[src/hw/exe_pkg.sv]
package exe_pkg;

    localparam int data_w = 32;

    typedef enum logic [5:0] {
        op_add,
        op_addu,
        op_sub,
        op_subu,
        op_slt,
        op_sltu,
        op_and,
        op_or,
        op_xor,
        op_nor,
        op_sll,
        op_srl,
        op_sra,
        op_lui,
        op_mult,
        op_multu,
        op_div,
        op_divu,
        op_mfhi,
        op_mflo,
        op_mthi,
        op_mtlo,
        op_lw,
        op_lh,
        op_lb,
        op_sw,
        op_sh,
        op_sb,
        op_swl,
        op_swr
    } exe_op_e;

    typedef enum logic [1:0] {
        src_reg,
        src_simm,
        src_uimm
    } src2_sel_e;

    typedef enum logic [3:0] {
        alu_add,
        alu_sub,
        alu_slt,
        alu_sltu,
        alu_and,
        alu_or,
        alu_xor,
        alu_nor,
        alu_sll,
        alu_srl,
        alu_sra,
        alu_lui
    } alu_fn_e;

    typedef enum logic [2:0] {
        cls_alu,
        cls_muldiv,
        cls_mfhilo,
        cls_load,
        cls_store
    } op_class_e;

    // MIPS cause register codes
    typedef enum logic [4:0] {
        exc_none = 5'd0,
        exc_adel = 5'd4,
        exc_ades = 5'd5,
        exc_ov   = 5'd12
    } exc_e;

    typedef struct packed {
        exe_op_e             op;
        logic                src1_is_sa;
        src2_sel_e           src2;
        logic [4:0]          dest;
        logic [15:0]         imm;
        logic [data_w-1:0]   rs_value;
        logic [data_w-1:0]   rt_value;
    } exe_inst_t;

    typedef struct packed {
        exe_op_e             op;
        op_class_e           cls;
        alu_fn_e             fn;
        logic                chk_ov;
        logic                gr_we;
        logic [4:0]          dest;
        logic [data_w-1:0]   src1;
        logic [data_w-1:0]   src2;
        logic [data_w-1:0]   rt_value;
    } exe_ctrl_t;

    typedef struct packed {
        logic                gr_we;
        logic [4:0]          dest;
        logic [data_w-1:0]   value;
        logic                mem_re;
        logic                mem_we;
        logic [1:0]          mem_size;
        logic [data_w-1:0]   mem_addr;
        logic [data_w-1:0]   mem_wdata;
        logic [3:0]          mem_wstrb;
        logic                ex;
        exc_e                excode;
    } exe_result_t;

endpackage

[src/hw/exe_alu.sv]
`timescale 1ns/10ps

module exe_alu (
    input  exe_pkg::alu_fn_e               fn,
    input  logic [exe_pkg::data_w-1:0]     src1,
    input  logic [exe_pkg::data_w-1:0]     src2,
    output logic [exe_pkg::data_w-1:0]     value,
    output logic                           overflow
);

    logic [exe_pkg::data_w-1:0] sum;
    logic [exe_pkg::data_w-1:0] diff;
    logic [4:0]                 sa;
    logic                       add_ov;
    logic                       sub_ov;

    assign sum  = src1 + src2;
    assign diff = src1 - src2;
    assign sa   = src1[4:0];

    // signed overflow: result sign differs from what the operands allow
    assign add_ov = (src1[31] == src2[31]) && (sum[31] != src1[31]);
    assign sub_ov = (src1[31] != src2[31]) && (diff[31] != src1[31]);

    always_comb begin
        case (fn)
            exe_pkg::alu_add:  value = sum;
            exe_pkg::alu_sub:  value = diff;
            exe_pkg::alu_slt:  value = {31'd0, $signed(src1) < $signed(src2)};
            exe_pkg::alu_sltu: value = {31'd0, src1 < src2};
            exe_pkg::alu_and:  value = src1 & src2;
            exe_pkg::alu_or:   value = src1 | src2;
            exe_pkg::alu_xor:  value = src1 ^ src2;
            exe_pkg::alu_nor:  value = ~(src1 | src2);
            exe_pkg::alu_sll:  value = src2 << sa;
            exe_pkg::alu_srl:  value = src2 >> sa;
            exe_pkg::alu_sra:  value = $unsigned($signed(src2) >>> sa);
            exe_pkg::alu_lui:  value = {src2[15:0], 16'd0};
            default:           value = sum;
        endcase
    end

    always_comb begin
        case (fn)
            exe_pkg::alu_add: overflow = add_ov;
            exe_pkg::alu_sub: overflow = sub_ov;
            default:          overflow = 1'b0;
        endcase
    end

endmodule

[config.mk]
export PLATFORM = sky130hd
export DESIGN_NAME = exe_alu
export DESIGN_NICKNAME = d
export VERILOG_FILES = /design/src/hw/exe_pkg.sv /design/src/hw/exe_alu.sv
export SDC_FILE = /design/constraint.sdc
export NUM_CORES = 1
export LEC_CHECK = 0
export ABC_AREA = 1
export BUFFER_PORTS_ARGS = -buffer_cell sky130_fd_sc_hd__buf_2
export CELL_PAD_IN_SITES_DETAIL_PLACEMENT = 1
export CELL_PAD_IN_SITES_GLOBAL_PLACEMENT = 1
export CORE_AREA = 2 2 197 122
export DETAILED_ROUTE_END_ITERATION = 8
export DIE_AREA = 0 0 199 124
export GPL_ROUTABILITY_DRIVEN = 0
export PLACE_DENSITY_LB_ADDON = 0.1
export SYNTH_ARGS = -nofsm -noshare
export SYNTH_HDL_FRONTEND = slang
export SYNTH_SLANG_ARGS = --single-unit
[constraint.sdc]
create_clock -name vclk -period 5.9
set_input_delay 0.295 -clock vclk [all_inputs]
set_output_delay 0.295 -clock vclk [all_outputs]
set_load 0.03 [all_outputs]
# Yosys cells after proc, flatten, opt, wreduce, memory -nomap -nowiden
# Cells that the tools add are included.
classes:
  add_sub_neg: 2
  n_bitwise: 4
  n_eq_ne: 15
  mux: 2
  reduce_logical: 3
  n_shift: 3
  magnitude_cmp: 2
ops:
  columns: ["cell", "n"]
  rows:
  - ["$pmux 32 s11", 1]
  - ["$lt 32x32->1", 2]
  - ["$add 32x32->32", 1]
  - ["$and 32x32->32", 1]
  - ["$not 32->32", 1]
  - ["$or 32x32->32", 1]
  - ["$shl 32x5->32", 1]
  - ["$shr 32x5->32", 1]
  - ["$sshr 32x5->32", 1]
  - ["$sub 32x32->32", 1]
  - ["$xor 32x32->32", 1]
  - ["$eq 4x3->1 const B", 4]
  - ["$eq 4x4->1 const B", 4]
  - ["$eq 4x2->1 const B", 2]
  - ["$eq 4x1->1 const B", 1]
  - ["$logic_not 4->1", 1]
  - ["$ne 1x1->1", 3]
  - ["$logic_and 1x1->1", 2]
  - ["$pmux 1 s2", 1]
  - ["$eq 1x1->1", 1]
word_totals:
  elab_cells: 31
  inputBits: 68
  output_inout_bits: 33
  reg_bits: 0

# Logic depth before layout (Yosys ltp)
depth:
  word_depth: 4
  depth_mapped: 21
  depth_no_buf: 19

# Least setup slack after synthesis
# Ideal clock, no wire load.
synth_path:
  kind: "input to output"
  start: "input src1[4] in the netlist's numbering"
  end: "output value[31] in the netlist's numbering"
  path_buffers: 3
  path_slack_ps: 2874
  cell_stages: 16
  t_arrival_ps: 2731
  required_time_ps: 5605
  cell_sequence: "clkinv_1 > clkbuf_1 > buf_1 > ha_1 > buf_6 > o21ai_0 > a21oi_1 > nand2_2 > nand2_1 > nand2_2 > nand3_1 > nand2_1 > inv_1 > nor3_1 > nor2_1 > nor2_1"
synth_via:
  elab_chain_cells: 2
  elab_cells_between_ends: 6
  cone_classes: "add/sub (2); shift (3); mux (1)"
synth_lines:
  columns: ["item", "line_no", "rtl"]
  rows:
  - ["start: declaration", "exe_alu.sv:5", "input logic [exe_pkg::data_w-1:0] src1,"]
  - ["$add 32x32->32, or another cell as far along", "exe_alu.sv:17", "assign sum = src1 + src2;"]
  - ["$pmux 32 s11 (*)", "exe_alu.sv:26", "case (fn)"]
  - ["end: declaration", "exe_alu.sv:7", "output logic [exe_pkg::data_w-1:0] value,"]
# Every way passes the cells marked *; elsewhere a longest branch is shown, timed or not.

# Final worst setup path
layout_path:
  start: "input src1[3] in the netlist's numbering"
  end: "output value[12] in the netlist's numbering"
# The elaborated chain is that of the path after synthesis.

==> results.py <==
metrics = {
    "status": {
        "status": "complete, no violations",
    },
    "route": {
        "drt_pass1_iterations": 7,
        "wirelength_mm": 57.4,
        "drtAntennaViolNets": 0,
        "wl_per_cell_um": 24.5,
        "routed.top_layer": "met5",
        "vias": 14900,
        "drtIter0Drc": 2166,
        "met2_length_mm": 21.1,
        "viasPerCell": 6.36,
        "wl_met3_mm": 9.80,
        "drc": 0,
        "m1WireLength_mm": 24.2,
    },
    "die": {
        "start_util_pct": 44.6,
        "num_rows": 43,
        "core_region_area_um2": 22800,
        "dieArea_um2": 24700,
        "ioPinCount": 101,
        "die_height_um": 124,
        "fp.dieW_um": 199,
    },
    "synthesis": {
        "synthDistinctLibCells": 49,
        "synth_top_area_cell": "nand2_1",
        "syn-instance-count": 2018,
        "synth_area_per_cell_um2": 5.03,
        "netlist_area_um2": 10200,
        "synth-seq-area-share_pct": 0,
        "ys_warn_count": 0,
        "syn-num-nets": 2187,
        "synth_top_area_share_pct": 25.1,
        "yosys-top-cells-area": "nand2_1, ha_1, nand3_1",
    },
    "critical_path": {
        "crit_type": "input port to output port",
        "path_cells": "buf_2 -> buf_4 -> inv_2 -> ha_1 -> inv_2 -> o21ai_2 -> inv_1 -> o21ai_2 -> nand2_1 -> nand2_1 -> o21ai_0 -> a21oi_1 -> nor2_1 -> buf_2",
        "crit_fanout": 37,
        "cp.arrival_ns": 3.62,
        "crit_buf_inv": 6,
        "required_ns": 5.61,
        "max_stage_delay_ns": 0.62,
        "crit_family": "buffers and inverters",
        "critPathSlowestCell": "ha_1",
        "end_kind": "output port",
        "worst_setup_path_start_kind": "input port",
    },
    "grt": {
        "grt.total_usage_pct": 45.6,
        "grt_pass1_vias": 13900,
        "grt_antenna_before_repair": 1,
        "grt_pass1_wl_mm": 84.2,
        "grt-ovfl-total": 0,
        "grt_max_degree": 70,
    },
    "final_layout": {
        "clkbuf_count": 0,
        "antenna_cells": 0,
        "seq_cells": 0,
        "area_growth_syn_to_layout_pct": 4.17,
        "final_layout_size_suffix_gt1_share_pct": 9.11,
        "layout_commonest_cell": "nand2_1",
        "fin_nets": 2201,
        "seq_area_um2": 0,
        "layout_common_cells": "nand2_1, nand3_1, inv_1",
        "fin_area_um2": 10600,
    },
    "timing": {
        "rsz0062_at_grt": "false",
        "final_hold_viol_count": 0,
        "final.setup.tns_ns": 0,
        "drv_slew": 0,
        "relSlewSlack_pct": 12.2,
        "fmax_mhz": 255,
        "post-route-min-period_ns": 3.92,
        "setup_viol": 0,
        "worstMarginPinSlew_ns": 1.32,
        "fin_crit_sh_pct": 66.4,
    },
    "power_and_ir_drop": {
        "pwr_density_cell_nw_per_um2": 113,
        "p_leak_uw": 0.00561,
        "ir_drop_mv": 0.0738,
        "finalPower_uw": 1200,
    },
    "clock_tree": {
        "post-cts-setup-buffer-count": 0,
        "postCtsHoldBufs": 0,
        "cts_resized": 0,
    },
    "placed_design": {
        "hpwl_mm": 47.3,
        "post_dp_cell_area_um2": 10600,
        "io_buffers": 101,
    },
    "flow_run": {
        "maxCapViolations": 0,
    },
    "worst_hold_path": {
        "hp-class": "input port to output port",
    },
}
==> through the flow <==
| step | util, % | hold WS [ns] | setup slack [ns] | cells |
|---|---|---|---|---|
| floorplan | - | 0.852 | 2.87 | 2018 |
| global placement | 46.5 | 1.07 | 2.26 | 2345 |
| finish | 46.5 | 1.08 | 1.98 | 2345 |
| global route | 46.5 | 1.11 | 1.79 | 2345 |
| CTS | 46.5 | 1.08 | 2.17 | 2345 |
| detailed placement | 46.5 | 1.08 | 2.18 | 2345 |
==> report_power, final <==
| part | total, uW | switching, uW | internal (uW) |
|---|---|---|---|
| combinational | 1200 | 892 | 309 |
| sequential | 0 | 0 | 0 |
| clock | 0 | 0 | 0 |
| total | 1200 | 892 | 309 |
==> worst min-delay path, cell delays in order <==
cell,delay [ns]
buf_2,0.14
nor2_1,0.11
o21ai_1,0.07
buf_2,0.17
==> area by class of cell <==
cell class                      instances  area (um^2)
Fill cell                            3559        12200
Inverter                              232          873
Multi-Input combinational cell       1686         8730
Tap cell                              315          394
Timing Repair Buffer                  112          588
==> cell usage after synthesis (19+ instances only) <==
cell	n
a21oi_1	141
buf_2	53
clkbuf_1	19
ha_1	99
inv_1	211
nand2_1	680
nand3_1	240
nand4_1	28
nor2_1	154
nor3_1	32
o211ai_1	30
o21ai_0	89
o21ai_1	35
==> layer usage <==
metal  track usage [%]  up-vias
li1                  -     6692
met1              62.3     6998
met2              60.8     1065
met3              21.7      146
met4              16.6        2
met5                 0        -
==> path summary, 6_finish.rpt <==
path / from / end / slack (ns) / cells after the start
max: src1[3] / value[12] / 1.98 / 14
min: src1[31] / overflow / 1.08 / 4
==> logic make-up (layout without fill, tap and decap cells) <==
| family | count (synthesis) | count (layout) | synth area share, % |
|---|---|---|---|
| and+or+nand+nor | 1181 | 1181 | 49.6 |
| AOI/OAI and AO/OA | 396 | 396 | 23.0 |
| buffers and inverters | 332 | 344 | 14.2 |
| adders and majority gates | 101 | 101 | 12.6 |
| xor gates and xnor gates | 8 | 8 | 0.690 |
(Power assumes the default switching activity.)
