==> src/hw/exe_pkg.sv <==
package exe_pkg;

    localparam int data_w = 32;

    typedef enum logic [5:0] {
        op_add,
        op_addu,
        op_sub,
        op_subu,
        op_slt,
        op_sltu,
        op_and,
        op_or,
        op_xor,
        op_nor,
        op_sll,
        op_srl,
        op_sra,
        op_lui,
        op_mult,
        op_multu,
        op_div,
        op_divu,
        op_mfhi,
        op_mflo,
        op_mthi,
        op_mtlo,
        op_lw,
        op_lh,
        op_lb,
        op_sw,
        op_sh,
        op_sb,
        op_swl,
        op_swr
    } exe_op_e;

    typedef enum logic [1:0] {
        src_reg,
        src_simm,
        src_uimm
    } src2_sel_e;

    typedef enum logic [3:0] {
        alu_add,
        alu_sub,
        alu_slt,
        alu_sltu,
        alu_and,
        alu_or,
        alu_xor,
        alu_nor,
        alu_sll,
        alu_srl,
        alu_sra,
        alu_lui
    } alu_fn_e;

    typedef enum logic [2:0] {
        cls_alu,
        cls_muldiv,
        cls_mfhilo,
        cls_load,
        cls_store
    } op_class_e;

    // MIPS cause register codes
    typedef enum logic [4:0] {
        exc_none = 5'd0,
        exc_adel = 5'd4,
        exc_ades = 5'd5,
        exc_ov   = 5'd12
    } exc_e;

    typedef struct packed {
        exe_op_e             op;
        logic                src1_is_sa;
        src2_sel_e           src2;
        logic [4:0]          dest;
        logic [15:0]         imm;
        logic [data_w-1:0]   rs_value;
        logic [data_w-1:0]   rt_value;
    } exe_inst_t;

    typedef struct packed {
        exe_op_e             op;
        op_class_e           cls;
        alu_fn_e             fn;
        logic                chk_ov;
        logic                gr_we;
        logic [4:0]          dest;
        logic [data_w-1:0]   src1;
        logic [data_w-1:0]   src2;
        logic [data_w-1:0]   rt_value;
    } exe_ctrl_t;

    typedef struct packed {
        logic                gr_we;
        logic [4:0]          dest;
        logic [data_w-1:0]   value;
        logic                mem_re;
        logic                mem_we;
        logic [1:0]          mem_size;
        logic [data_w-1:0]   mem_addr;
        logic [data_w-1:0]   mem_wdata;
        logic [3:0]          mem_wstrb;
        logic                ex;
        exc_e                excode;
    } exe_result_t;

endpackage

==> src/hw/exe_result.sv <==
`timescale 1ns/10ps

module exe_result (
    input  exe_pkg::exe_ctrl_t             ctrl,
    input  logic [exe_pkg::data_w-1:0]     alu_value,
    input  logic                           overflow,
    input  logic [exe_pkg::data_w-1:0]     hi,
    input  logic [exe_pkg::data_w-1:0]     lo,
    output exe_pkg::exe_result_t           result,
    output logic                           no_write
);

    logic [1:0]  off;
    logic [31:0] st_data;
    logic [3:0]  st_strb;
    logic [1:0]  size;
    logic        is_load;
    logic        is_store;
    logic        ov_ex;
    logic        load_ex;
    logic        store_ex;
    logic        ex;

    assign off      = alu_value[1:0];
    assign is_load  = (ctrl.cls == exe_pkg::cls_load);
    assign is_store = (ctrl.cls == exe_pkg::cls_store);

    // little-endian lane placement
    always_comb begin
        st_data = '0;
        st_strb = 4'b0000;
        size    = 2'd2;
        case (ctrl.op)
            exe_pkg::op_sb: begin
                st_data = {4{ctrl.rt_value[7:0]}};
                st_strb = 4'b0001 << off;
                size    = 2'd0;
            end
            exe_pkg::op_sh: begin
                st_data = {2{ctrl.rt_value[15:0]}};
                st_strb = off[1] ? 4'b1100 : 4'b0011;
                size    = 2'd1;
            end
            exe_pkg::op_sw: begin
                st_data = ctrl.rt_value;
                st_strb = 4'b1111;
            end
            exe_pkg::op_swl: begin
                st_data = ctrl.rt_value >> {2'd3 - off, 3'b000};
                st_strb = 4'b1111 >> (2'd3 - off);
                size    = (off == 2'd0) ? 2'd0 : (off == 2'd1) ? 2'd1 : 2'd2;
            end
            exe_pkg::op_swr: begin
                st_data = ctrl.rt_value << {off, 3'b000};
                st_strb = 4'b1111 << off;
                size    = !off[1] ? 2'd2 : off[0] ? 2'd0 : 2'd1;
            end
            exe_pkg::op_lh: size = 2'd1;
            exe_pkg::op_lb: size = 2'd0;
            default: ;
        endcase
    end

    assign ov_ex    = ctrl.chk_ov && overflow;
    assign load_ex  = ((ctrl.op == exe_pkg::op_lw) && (off != 2'd0)) ||
                      ((ctrl.op == exe_pkg::op_lh) && off[0]);
    assign store_ex = ((ctrl.op == exe_pkg::op_sw) && (off != 2'd0)) ||
                      ((ctrl.op == exe_pkg::op_sh) && off[0]);
    assign ex       = ov_ex || load_ex || store_ex;
    assign no_write = ex;

    always_comb begin
        result.gr_we = ctrl.gr_we && !ex;
        result.dest  = ctrl.dest;
        case (ctrl.op)
            exe_pkg::op_mfhi: result.value = hi;
            exe_pkg::op_mflo: result.value = lo;
            default:          result.value = alu_value;
        endcase

        result.mem_re    = is_load && !ex;
        result.mem_we    = is_store && !ex;
        result.mem_size  = size;
        // swl addresses the aligned word
        result.mem_addr  = (ctrl.op == exe_pkg::op_swl) ? {alu_value[31:2], 2'b00} : alu_value;
        result.mem_wdata = st_data;
        result.mem_wstrb = result.mem_we ? st_strb : 4'b0000;

        result.ex = ex;
        if (ov_ex) begin
            result.excode = exe_pkg::exc_ov;
        end else if (load_ex) begin
            result.excode = exe_pkg::exc_adel;
        end else if (store_ex) begin
            result.excode = exe_pkg::exc_ades;
        end else begin
            result.excode = exe_pkg::exc_none;
        end
    end

endmodule

==> config.mk <==
export PLATFORM = sky130hd
export DESIGN_NAME = exe_result
export DESIGN_NICKNAME = d
export VERILOG_FILES = /design/src/hw/exe_pkg.sv /design/src/hw/exe_result.sv
export SDC_FILE = /design/constraint.sdc
export NUM_CORES = 1
export LEC_CHECK = 0
export ABC_AREA = 1
export BUFFER_PORTS_ARGS = -buffer_cell sky130_fd_sc_hd__buf_2
export CAP_MARGIN = 20
export CORE_AREA = 2 2 126 128
export DETAILED_ROUTE_END_ITERATION = 8
export DIE_AREA = 0 0 128 130
export SLEW_MARGIN = 15
export SYNTH_ARGS = -nofsm -noshare
export SYNTH_HDL_FRONTEND = slang
export SYNTH_SLANG_ARGS = --single-unit
export TNS_END_PERCENT = 5
==> constraint.sdc <==
create_clock -name vclk -period 1.6
set_clock_uncertainty 0.2 [all_clocks]
set_input_delay 0.24 -clock vclk [all_inputs]
set_output_delay 0.24 -clock vclk [all_outputs]
set_load 0.005 [all_outputs]
# Word-level counts from Yosys, hierarchy flattened
# Cells that the tools add are included.
# W data, S select, Z words.
[word_totals]
output_inout_bits = 117
input_bits = 213
reg_bits = 0
elab_cells = 50
[op_classes]
muxes = 14
reduce_logical = 17
eq_ne = 13
add_sub_neg = 1
n_shift = 5
[ops]
columns = ["op", "count"]
rows = [
  ["$pmux W32 S5", 1],
  ["$pmux W32 S2", 1],
  ["$eq A6 B5 Y1 const B", 10],
  ["$shl A32 B5 Y32", 1],
  ["$shr A32 B5 Y32", 1],
  ["$pmux W4 S5", 1],
  ["$mux W4", 3],
  ["$logic_and A1 B1 Y1", 8],
  ["$mux W2", 4],
  ["$pmux W2 S4", 1],
  ["$mux W3", 2],
  ["$logic_or A1 B1 Y1", 4],
  ["$reduce_or A2 Y1", 2],
  ["$shl A1 B2 Y4 const A", 1],
  ["$shl A4 B2 Y4 const A", 1],
  ["$shr A4 B2 Y4 const A", 1],
  ["$eq A3 B2 Y1 const B", 1],
  ["$eq A3 B3 Y1 const B", 1],
  ["$eq A2 B1 Y1 const B", 1],
  ["$logic_not A2 Y1", 1],
  ["$reduce_bool A2 Y1", 1],
  ["$sub A2 B2 Y2 const A", 1],
  ["$logic_not A1 Y1", 1],
  ["$mux W1", 1],
]

# Logic depth before layout (Yosys ltp)
[depth]
ltp_word = 8
mapped_depth = 10
depth_no_buf = 9

# Least setup slack after synthesis
# Ideal clock, no wire load.
[synth_timing]
path_kind = "input-to-output"
startpoint = "in alu_value[0] (netlist name)"
endpoint = "out result[25] (netlist name)"
path_slack_ps = -9
n_path_buf = 3
arrival_time_ps = 1169
required_time_ps = 1160
stages = 7
path_cell_list = "buf_2 > inv_1 > buf_2 > buf_2 > o21ai_0 > o211ai_1 > nand4_1"
[synth_rtl]
columns = ["item", "line_no", "rtl"]
rows = [
  ["start, declared", "exe_result.sv:5", "input logic [exe_pkg::data_w-1:0] alu_value,"],
  ["end, declared", "exe_result.sv:9", "output exe_pkg::exe_result_t result,"],
]

==> impl_metrics.csv <==
group,metric,value,unit
setup_path,critPathKind,"input port to output port",
synth,synth_cells,558,
place,numPortBuffers,250,
hold_path,hold_class,"input port to output port",
pwr,peakVddDrop,0.0615,mV
cells_and_area,nClkBuffers,0,
job,drv_cap,0,
cells_and_area,register_area,0,µm²
cells_and_area,fillCellCount,1720,
route,vias,4803,
floorplanning,die_w,128,µm
synth,synth_warnings,0,
floorplanning,io_pins,330,
place,gp_congestion,0.928,
route,dr.pass1.iters,5,
status,violations,"negative setup slack",
floorplanning,start_util,17.2,%
sta,hold_viol,0,
cells_and_area,layout.nets,1043,
cells_and_area,post-route-util,32.5,%
synth,synth.most_common_cell,"nand2_1",
global_routing,antenna_found_initial,1,
sta,post-route-period-util,115,%
setup_path,cp_data_required_time,1160,ps
sta,rsz0062_at_grt,"yes",
cells_and_area,drive_gt1_share,51.9,%
global_routing,overflow,0,
route,routed_wl,16.4,mm
cells_and_area,multi_input_area,2400,µm²
setup_path,arrival,1400,ps
route,drt_iter0_drc,192,
sta,fin_ws,-242,ps
global_routing,grt_pass1_wl,23.0,mm
global_routing,grt_max_degree,31,
synth,syn_area,2650,µm²
synth,synth.avg_cell_area,4.75,µm²
synth,ys_types,24,
synth,yosysTopAreaCell,"nand2_1",
route,route.detailed.drc,0,
status,status,"complete, but fails checks",
sta,period_minus_slack,1840,ps
route,wl_per_cell,16.0,µm
sta,fin_tns_setup,-11510,ps
sta,fmax,0.543,GHz
setup_path,cp-start-kind,"input port",
setup_path,crit_fanout,6,
pwr,power,0.985,mW
sta,fin_hold_ws,280,ps
synth,synth.cells.most_frequent,"183 x nand2_1, 127 x nand3_1, 41 x inv_1",
sta,setup_viol,77,
global_routing,grt_pass1_vias,4299,
route,ant_nets,0,
synth,synth_top_area_share,25.9,%
floorplanning,rows,46,
cts,hold_buffers,0,
route,viasPerCell,4.70,
floorplanning,die_h,130,µm
synth,yosys-top-cells-area,"nand2_1 26%, nand3_1 24%, buf_4 11%",
setup_path,cp-end-kind,"output port",
global_routing,track_usage,17.6,%
cells_and_area,syn2layout_area_growth,88.9,%
place,post-dp-hpwl,13.6,mm
pwr,power_leakage,2.85,nW
pwr,power_density,197,nW/µm²
synth,seq_area_frac_synth,0,%
floorplanning,coreArea,15400,µm²
cells_and_area,seq_cells,0,
floorplanning,die_area,16600,µm²
place,pre_cts_ws,-422,ps
sta,slew_violations,0,
timing repair:
item	CTS	global route
endpoints found under the hold margin	0	0
setup buffers	1	2
resized for setup	75	91
cloned	0	1
setup endpoints to repair	79	79
pin swaps	22	20
metrics by stage:
step / instance area, µm² / instances
2_1_floorplan: 2660 / 559
3_3_place_gp: 4450 / 1017
3_5_place_dp: 4450 / 1017
4_1_cts: 4690 / 1018
5_1_grt: 5010 / 1020
6_report: 5010 / 1021
area by class of cell:
type	instances	area share [%]
Antenna cell	1	0.0500
Inverter	45	3.82
Multi-Input combinational cell	445	48.0
Tap cell	192	4.80
Timing Repair Buffer	338	43.4
where the power goes:
group          switching (mW)  internal (mW)     total, mW  leakage, nW
clock                       0   0.0000000836  0.0000000836   0.00000634
combinational           0.524          0.461         0.985         2.85
sequential                  0              0             0            0
worst max-delay path, cell delays in order:
cell and delay [ps]:
buf_6 110, inv_4 60, nor2_4 60, buf_12 130
o21ai_4 190, inv_2 80, buf_12 140, a21oi_1 120
nand4_1 110, buf_2 150
final timing paths:
check       from     endpoint  slack, ps  depth (start not counted)
max    ctrl[110]   result[23]       -240                         10
min     ctrl[97]  result[111]        280                          0
cells in the final DEF, fill, tap and decap left out, types with 13 or more instances in the layout:
cell type  count
buf_2        241
nor2_1        26
nand3_2       14
nand3_1      109
nand2_2       22
o21ai_1       19
buf_6         22
buf_4         60
nand2_1      157
inv_1         31
o21ai_0       13
cell families (layout without fill, tap and decap cells):
kind of cell / after synthesis / in the layout / share of synthesized area (%)
other: 1 / 3 / 0.141
buffers and inverters: 114 / 383 / 22.5
AND/OR/NAND/NOR: 379 / 379 / 62.9
multiplexers: 2 / 2 / 0.755
AO/OA/AOI/OAI: 62 / 62 / 13.7
per-layer routing:
metal	global-route usage (%)	wire length, µm	up-vias
met5	0	0	-
met4	1.68	206	0
met3	2.17	1310	18
met2	34.1	8310	277
met1	21.4	6550	2157
li1	-	-	2351
Power figures use the tool's default switching activity.
