**src/hw/exe_pkg.sv**
```systemverilog
package exe_pkg;

    localparam int data_w = 32;

    typedef enum logic [5:0] {
        op_add,
        op_addu,
        op_sub,
        op_subu,
        op_slt,
        op_sltu,
        op_and,
        op_or,
        op_xor,
        op_nor,
        op_sll,
        op_srl,
        op_sra,
        op_lui,
        op_mult,
        op_multu,
        op_div,
        op_divu,
        op_mfhi,
        op_mflo,
        op_mthi,
        op_mtlo,
        op_lw,
        op_lh,
        op_lb,
        op_sw,
        op_sh,
        op_sb,
        op_swl,
        op_swr
    } exe_op_e;

    typedef enum logic [1:0] {
        src_reg,
        src_simm,
        src_uimm
    } src2_sel_e;

    typedef enum logic [3:0] {
        alu_add,
        alu_sub,
        alu_slt,
        alu_sltu,
        alu_and,
        alu_or,
        alu_xor,
        alu_nor,
        alu_sll,
        alu_srl,
        alu_sra,
        alu_lui
    } alu_fn_e;

    typedef enum logic [2:0] {
        cls_alu,
        cls_muldiv,
        cls_mfhilo,
        cls_load,
        cls_store
    } op_class_e;

    // MIPS cause register codes
    typedef enum logic [4:0] {
        exc_none = 5'd0,
        exc_adel = 5'd4,
        exc_ades = 5'd5,
        exc_ov   = 5'd12
    } exc_e;

    typedef struct packed {
        exe_op_e             op;
        logic                src1_is_sa;
        src2_sel_e           src2;
        logic [4:0]          dest;
        logic [15:0]         imm;
        logic [data_w-1:0]   rs_value;
        logic [data_w-1:0]   rt_value;
    } exe_inst_t;

    typedef struct packed {
        exe_op_e             op;
        op_class_e           cls;
        alu_fn_e             fn;
        logic                chk_ov;
        logic                gr_we;
        logic [4:0]          dest;
        logic [data_w-1:0]   src1;
        logic [data_w-1:0]   src2;
        logic [data_w-1:0]   rt_value;
    } exe_ctrl_t;

    typedef struct packed {
        logic                gr_we;
        logic [4:0]          dest;
        logic [data_w-1:0]   value;
        logic                mem_re;
        logic                mem_we;
        logic [1:0]          mem_size;
        logic [data_w-1:0]   mem_addr;
        logic [data_w-1:0]   mem_wdata;
        logic [3:0]          mem_wstrb;
        logic                ex;
        exc_e                excode;
    } exe_result_t;

endpackage

```
**src/hw/exe_decode.sv**
```systemverilog
`timescale 1ns/10ps

module exe_decode (
    input  logic                clk,
    input  logic                reset,
    input  logic                in_valid,
    input  exe_pkg::exe_inst_t  in_inst,
    input  logic                out_ready,
    input  logic                done,
    output logic                in_ready,
    output logic                out_valid,
    output logic                busy,
    output logic                start,
    output logic                fire,
    output exe_pkg::exe_ctrl_t  ctrl
);

    exe_pkg::exe_inst_t inst_r;
    logic               ready_go;
    logic               is_div;

    assign is_div   = (inst_r.op == exe_pkg::op_div) || (inst_r.op == exe_pkg::op_divu);
    assign ready_go = is_div ? done : 1'b1;

    assign in_ready  = !busy || (ready_go && out_ready);
    assign out_valid = busy && ready_go;
    assign fire      = out_valid && out_ready;

    always_ff @(posedge clk) begin
        if (reset) begin
            busy  <= 1'b0;
            start <= 1'b0;
        end else begin
            if (in_ready) begin
                busy <= in_valid;
            end
            start <= in_valid && in_ready;
        end
    end

    always_ff @(posedge clk) begin
        if (in_valid && in_ready) begin
            inst_r <= in_inst;
        end
    end

    always_comb begin
        ctrl          = '0;
        ctrl.op       = inst_r.op;
        ctrl.cls      = exe_pkg::cls_alu;
        ctrl.fn       = exe_pkg::alu_add;
        ctrl.chk_ov   = 1'b0;
        ctrl.gr_we    = 1'b1;
        ctrl.dest     = inst_r.dest;
        ctrl.rt_value = inst_r.rt_value;

        // operands
        ctrl.src1 = inst_r.src1_is_sa ? {27'd0, inst_r.imm[10:6]} : inst_r.rs_value;
        case (inst_r.src2)
            exe_pkg::src_simm: ctrl.src2 = {{16{inst_r.imm[15]}}, inst_r.imm};
            exe_pkg::src_uimm: ctrl.src2 = {16'd0, inst_r.imm};
            default:           ctrl.src2 = inst_r.rt_value;
        endcase

        case (inst_r.op)
            exe_pkg::op_add:   ctrl.chk_ov = 1'b1;
            exe_pkg::op_addu:  ctrl.fn = exe_pkg::alu_add;
            exe_pkg::op_sub: begin
                ctrl.fn     = exe_pkg::alu_sub;
                ctrl.chk_ov = 1'b1;
            end
            exe_pkg::op_subu:  ctrl.fn = exe_pkg::alu_sub;
            exe_pkg::op_slt:   ctrl.fn = exe_pkg::alu_slt;
            exe_pkg::op_sltu:  ctrl.fn = exe_pkg::alu_sltu;
            exe_pkg::op_and:   ctrl.fn = exe_pkg::alu_and;
            exe_pkg::op_or:    ctrl.fn = exe_pkg::alu_or;
            exe_pkg::op_xor:   ctrl.fn = exe_pkg::alu_xor;
            exe_pkg::op_nor:   ctrl.fn = exe_pkg::alu_nor;
            exe_pkg::op_sll:   ctrl.fn = exe_pkg::alu_sll;
            exe_pkg::op_srl:   ctrl.fn = exe_pkg::alu_srl;
            exe_pkg::op_sra:   ctrl.fn = exe_pkg::alu_sra;
            exe_pkg::op_lui:   ctrl.fn = exe_pkg::alu_lui;
            exe_pkg::op_mult, exe_pkg::op_multu, exe_pkg::op_div, exe_pkg::op_divu,
            exe_pkg::op_mthi, exe_pkg::op_mtlo: begin
                ctrl.cls   = exe_pkg::cls_muldiv;
                ctrl.gr_we = 1'b0;
            end
            exe_pkg::op_mfhi, exe_pkg::op_mflo: ctrl.cls = exe_pkg::cls_mfhilo;
            exe_pkg::op_lw, exe_pkg::op_lh, exe_pkg::op_lb: ctrl.cls = exe_pkg::cls_load;
            exe_pkg::op_sw, exe_pkg::op_sh, exe_pkg::op_sb, exe_pkg::op_swl,
            exe_pkg::op_swr: begin
                ctrl.cls   = exe_pkg::cls_store;
                ctrl.gr_we = 1'b0;
            end
            default: ctrl.gr_we = 1'b0;
        endcase
    end

endmodule

```
**config.mk**
```make
export PLATFORM = sky130hd
export DESIGN_NAME = exe_decode
export DESIGN_NICKNAME = d
export VERILOG_FILES = /design/src/hw/exe_pkg.sv /design/src/hw/exe_decode.sv
export SDC_FILE = /design/constraint.sdc
export NUM_CORES = 1
export LEC_CHECK = 0
export ABC_CLOCK_PERIOD_IN_PS = 4300
export BUFFER_PORTS_ARGS = -buffer_cell sky130_fd_sc_hd__buf_2
export CAP_MARGIN = 25
export CORE_ASPECT_RATIO = 0.5
export CORE_MARGIN = 4
export CORE_UTILIZATION = 40
export DETAILED_ROUTE_END_ITERATION = 10
export GPL_TIMING_DRIVEN = 0
export PLACE_DENSITY = 0.74
export SLEW_MARGIN = 20
export SYNTH_ARGS = -nofsm -noshare
export SYNTH_HDL_FRONTEND = slang
export SYNTH_SLANG_ARGS = --single-unit
```
**constraint.sdc**
```tcl
create_clock -name clk -period 4.3 [get_ports clk]
set_clock_uncertainty 0.1 [all_clocks]
set_input_delay 0.645 -clock clk [delete_from_list [all_inputs] [get_ports clk]]
set_output_delay 0.645 -clock clk [all_outputs]
set_load 0.01 [all_outputs]
```
Word-level counts from Yosys, hierarchy flattened
Index checks and enable logic that the tools add are counted. W data, S select, Z words.

Register bits after elaboration: 96. Output and inout bits: 121. Input port bits: 99. Word-level logic and storage cells: 62.

Muxes and demuxes: 7. Reduce and logical (&&, ||, !) cells: 15. Eq/ne operators: 31.

Operator list (number): $eq A6 B5 Y1 const B (14); $pmux W32 S2 (1); $eq A6 B4 Y1 const B (8); $pmux W4 S11 (1); $mux W32 (1); $eq A6 B3 Y1 const B (4); $reduce_or A19 Y1 (1); $eq A6 B2 Y1 const B (2); $pmux W3 S4 (1); $eq A6 B1 Y1 const B (1); $logic_not A6 Y1 (1); $reduce_or A2 Y1 (3); $reduce_or A6 Y1 (1); $reduce_or A5 Y1 (1); $logic_and A1 B1 Y1 (4); $mux W1 (3); $reduce_or A3 Y1 (1); $eq A2 B1 Y1 const B (1); $eq A2 B2 Y1 const B (1); $logic_or A1 B1 Y1 (2); $logic_not A1 Y1 (1).

Depth between registers and ports, before layout
Word-level depth: 6. Gate-level depth with buffers: 6. Mapped depth without buffers: 5.

Least setup slack after synthesis
OpenSTA, ideal clock, no wires.

Path type: in2reg. Start point: in done. End point: reg inst_r (netlist bit ctrl[0]) (enable). Path buffers: 0. Setup time: 0.463 ns. Slack: 0.526 ns. Required time: 3.737 ns. Cell stages on the path: 3. Arrival time: 3.211 ns. Path through: nor4b_4 a31oi_2 and2_1.

Word-level cells in the longest chain between the ends: 4.

RTL lines: start: declaration (line exe_decode.sv:9) `input logic done,`; $mux W1 (line exe_decode.sv:23) `assign ready_go = is_div ? done : 1'b1;`; $logic_and A1 B1 Y1 (line exe_decode.sv:25) `assign in_ready = !busy || (ready_go && out_ready);`; $logic_or A1 B1 Y1 (line exe_decode.sv:25); via in_ready (line exe_decode.sv:10) `output logic in_ready,`; $logic_and A1 B1 Y1 (line exe_decode.sv:42) `if (in_valid && in_ready) begin`; end signal: assignment (line exe_decode.sv:43) `inst_r <= in_inst;`; end: declaration (line exe_decode.sv:18) `exe_pkg::exe_inst_t inst_r;`.

The timed path passes the listed nets, and every way through them passes these cells. A chain may end at the register's enable or synchronous reset.

==> run_results.csv <==
group,metric,value,unit
hold_path,hold_path_class,"primary input to flop",
yosys,netlist_area,0.00407,mm²
critical_path,cp.required,3.56,ns
cts,cts_setup_buffers,0,
final_layout,drive_gt1_share,56.8,%
yosys,ys_seq_area_share,70.4,%
yosys,synth_simple_gate_area_share,12.1,%
yosys,synth_xor_area_share,0.215,%
detailed_routing,num_vias,2885,
timing,final_hold_viol_count,0,
cts,cts_resized,0,
final_layout,nets,614,
timing,rsz0062_at_grt,"no",
yosys,synth-warning-count,0,
critical_path,start_kind,"flop",
run,max_cap_violations,0,
critical_path,crit_buf_inv,4,
die,initial_utilization,42.1,%
die,core,0.00967,mm²
pwr,peakVddDrop,0.241,mV
yosys,syn_area_per_cell,14.4,µm²
yosys,syn_inst,282,
final_layout,area_growth,40.2,%
cts,cts_tree,"yes",
detailed_routing,postRouteAntennaNets,0,
critical_path,cp_slowest_stage_delay,0.39,ns
grt,grt_start_max_net_pins,49,
detailed_routing,via_per_inst,4.42,
timing,worst_slew_pin_slew,0.638,ns
cts,cts_hold_buffers,0,
cts,clock_path_buffers,2,
pwr,p_per_area,411,mW/mm²
cts,cts-buffers-inserted,9,
yosys,synth_area_leaders,"edfxtp_1 69%, buf_4 8.9%, nor2b_1 4.3%",
grt,grt_pass1_wl,15000,µm
critical_path,cp_slowest_cell,"edfxtp_1",
pwr,leakagePower,2.65,nW
final_layout,antennaDiodeCount,0,
detailed_routing,drt-initial-drc-count,122,
timing,post-route-period-util,67.2,%
place,gp_routability_congestion,0.794,
critical_path,crit_path_cell_trace,"inv_1 > ha_1 > buf_2 > nor2_1 > buf_4 > a22o_1 > buf_2",
grt,grt_util_all_layers,16.7,%
die,die_w,151,µm
die,die_area,0.0119,mm²
detailed_routing,drc,0,
yosys,synth-seq-cells,96,
die,die_y,79.3,µm
timing,setup_viol_count_final,0,
critical_path,critical_path_class,"flop to output port",
yosys,synth_top_family_by_area,"simple AND/OR/NAND/NOR gates",
yosys,yosysTopAreaCell,"edfxtp_1",
timing,finalCriticalPeriod,2.89,ns
place,dp_slack,1.77,ns
detailed_routing,routed_wl,10000,µm
cts,cts_htree_levels,3,
yosys,synth_top_cell_area_share,69.4,%
final_layout,instances_no_fill,653,
critical_path,arrival,2.15,ns
timing,max_freq,346,MHz
critical_path,critPathTopFamily,"buffers and inverters",
timing,maxSlewHeadroom,57.5,%
critical_path,critPathCaptureType,"output port",
grt,overflow,0,
grt,antenna_found_initial,0,
detailed_routing,drt-pass1-iter-count,4,
pwr,p_total,2.35,mW
timing,drv_slew,0,
place,io_buffers,219,
cts,clk_latency,0.33,ns
yosys,synth.area.mux_share,1.38,%
die,ios,220,
cts,path_clk_slew,0.06,ns
final_layout,fin_util,59.0,%
grt,grt_pass1_vias,2899,
run_status,status,"complete, no violations",
yosys,synthAdderAreaFrac,0.615,%
yosys,synth_compound_gate_area_share,5.20,%
critical_path,cp_max_fo,10,
yosys,syn-num-nets,383,
place,dp_cells,637,
place,dp_hpwl,7690,µm
critical_path,crit_top_cell,"buf_2",
die,rows,25,
yosys,synth_cell_type_count,32,
cts,cts-root-buf,"clkbuf_16",
detailed_routing,routedWlPerCell,15.4,µm
timing,fin_ws,1.41,ns
cts,cts_sinks,96,
==> cell families after synthesis <==
| logic type | after synthesis |
|---|---|
| compound gates | 28 |
| xor+xnor | 1 |
| mux | 5 |
| simple gates | 89 |
| flops | 96 |
| buf+inv | 61 |
| fa+ha+maj | 2 |
==> worst reg2reg max path: cells and delay by family, from the launching register on <==
kind,cells,cell delay (ns)
AND/OR/NAND/NOR,2,0.77
flip-flops,1,0.45
buffers and inverters,1,0.32
AO/OA/AOI/OAI,1,0.26
==> layout make-up <==
type                            instances  area, µm²
Buffer                                 57        398
Clock buffer                           13        250
Clock inverter                          3       90.1
Fill cell                             777       3960
Inverter                                4       15.0
Multi-Input combinational cell        125        795
Sequential cell                        96       2860
Tap cell                              135        169
Timing Repair Buffer                  220       1120
==> placed cells by master (no fill, tap or decap) <==
cell       netlist  routed
a21o_1           1       1
a21oi_1          5       5
a21oi_2          1       1
a22o_1          15      15
a31oi_1          1       1
a31oi_2          1       1
and2_1           2       1
and2_4           0       1
and2b_1          1       1
and3_1           1       1
and4b_1          1       1
buf_16           0       1
buf_2            3     222
buf_4           48      48
bufinv_16        0       3
clkbuf_1         6       9
clkbuf_16        0       9
clkbuf_8         0       1
dfxtp_1          2       2
edfxtp_1        94      94
ha_1             2       2
inv_1            4       4
mux2_2           5       5
nand2_1         35      35
nand3_1          1       1
nand3b_1         2       2
nor2_1           4       4
nor2b_1         28      28
nor3_1           3       3
nor3b_1          3       3
nor4_1           3       3
nor4b_1          2       2
nor4b_4          1       1
o21ai_0          4       4
or2_2            1       1
or3b_1           1       1
xnor2_1          1       1
==> registers in the layout, indices dropped and copies added, names as in the netlist <==
name,flops
inst_r,51
ctrl,43
busy,1
start,1
==> path summary, 6_finish.rpt <==
kind | from | end | slack, ns | cells past startpoint
worst min register to register | busy | busy | 0.58 | 2
worst max register to register | ctrl[114] | inst_r[76] | 2.06 | 4
worst min-delay path | reset | busy | 0.38 | 2
worst max-delay path | inst_r[85] | ctrl[38] | 1.41 | 7
==> through the flow <==
stage	TNS, ns	instance area, µm²	hold slack, ns
detailed placement	0	5360	0.553
finish	0	5700	0.377
CTS	0	5700	0.361
global placement	-34.48	5330	0.535
floorplan	0	4070	0.614
global route	0	5700	0.355
==> cell usage after synthesis <==
cell      instances
nand3b_1          2
buf_4            48
nor4_1            3
nand2_1          35
a21oi_1           5
nor2b_1          28
nand3_1           1
nor3_1            3
nor3b_1           3
or3b_1            1
nor4b_4           1
and3_1            1
o21ai_0           4
a22o_1           15
edfxtp_1         94
xnor2_1           1
dfxtp_1           2
a21o_1            1
clkbuf_1          6
and2_1            2
buf_2             3
or2_2             1
mux2_2            5
and2b_1           1
a31oi_1           1
a21oi_2           1
nor4b_1           2
nor2_1            4
ha_1              2
and4b_1           1
a31oi_2           1
inv_1             4
==> routing by layer <==
metal | share of wire, % | GRT usage, % | vias to the layer above
li1 | - | - | 1428
met1 | 37 | 17.2 | 1357
met2 | 57 | 32.2 | 80
met3 | 4.1 | 4.45 | 20
met4 | 2.6 | 6.87 | 0
met5 | 0 | 0 | -
==> power by group <==
group	total [mW]	switching, mW	internal [mW]	leakage [nW]
combinational	0.330	0.170	0.160	1.56
sequential	1.12	0.0226	1.09	0.926
clock	0.899	0.314	0.585	0.164
total	2.35	0.507	1.84	2.65
Power figures use the tool's default switching activity.
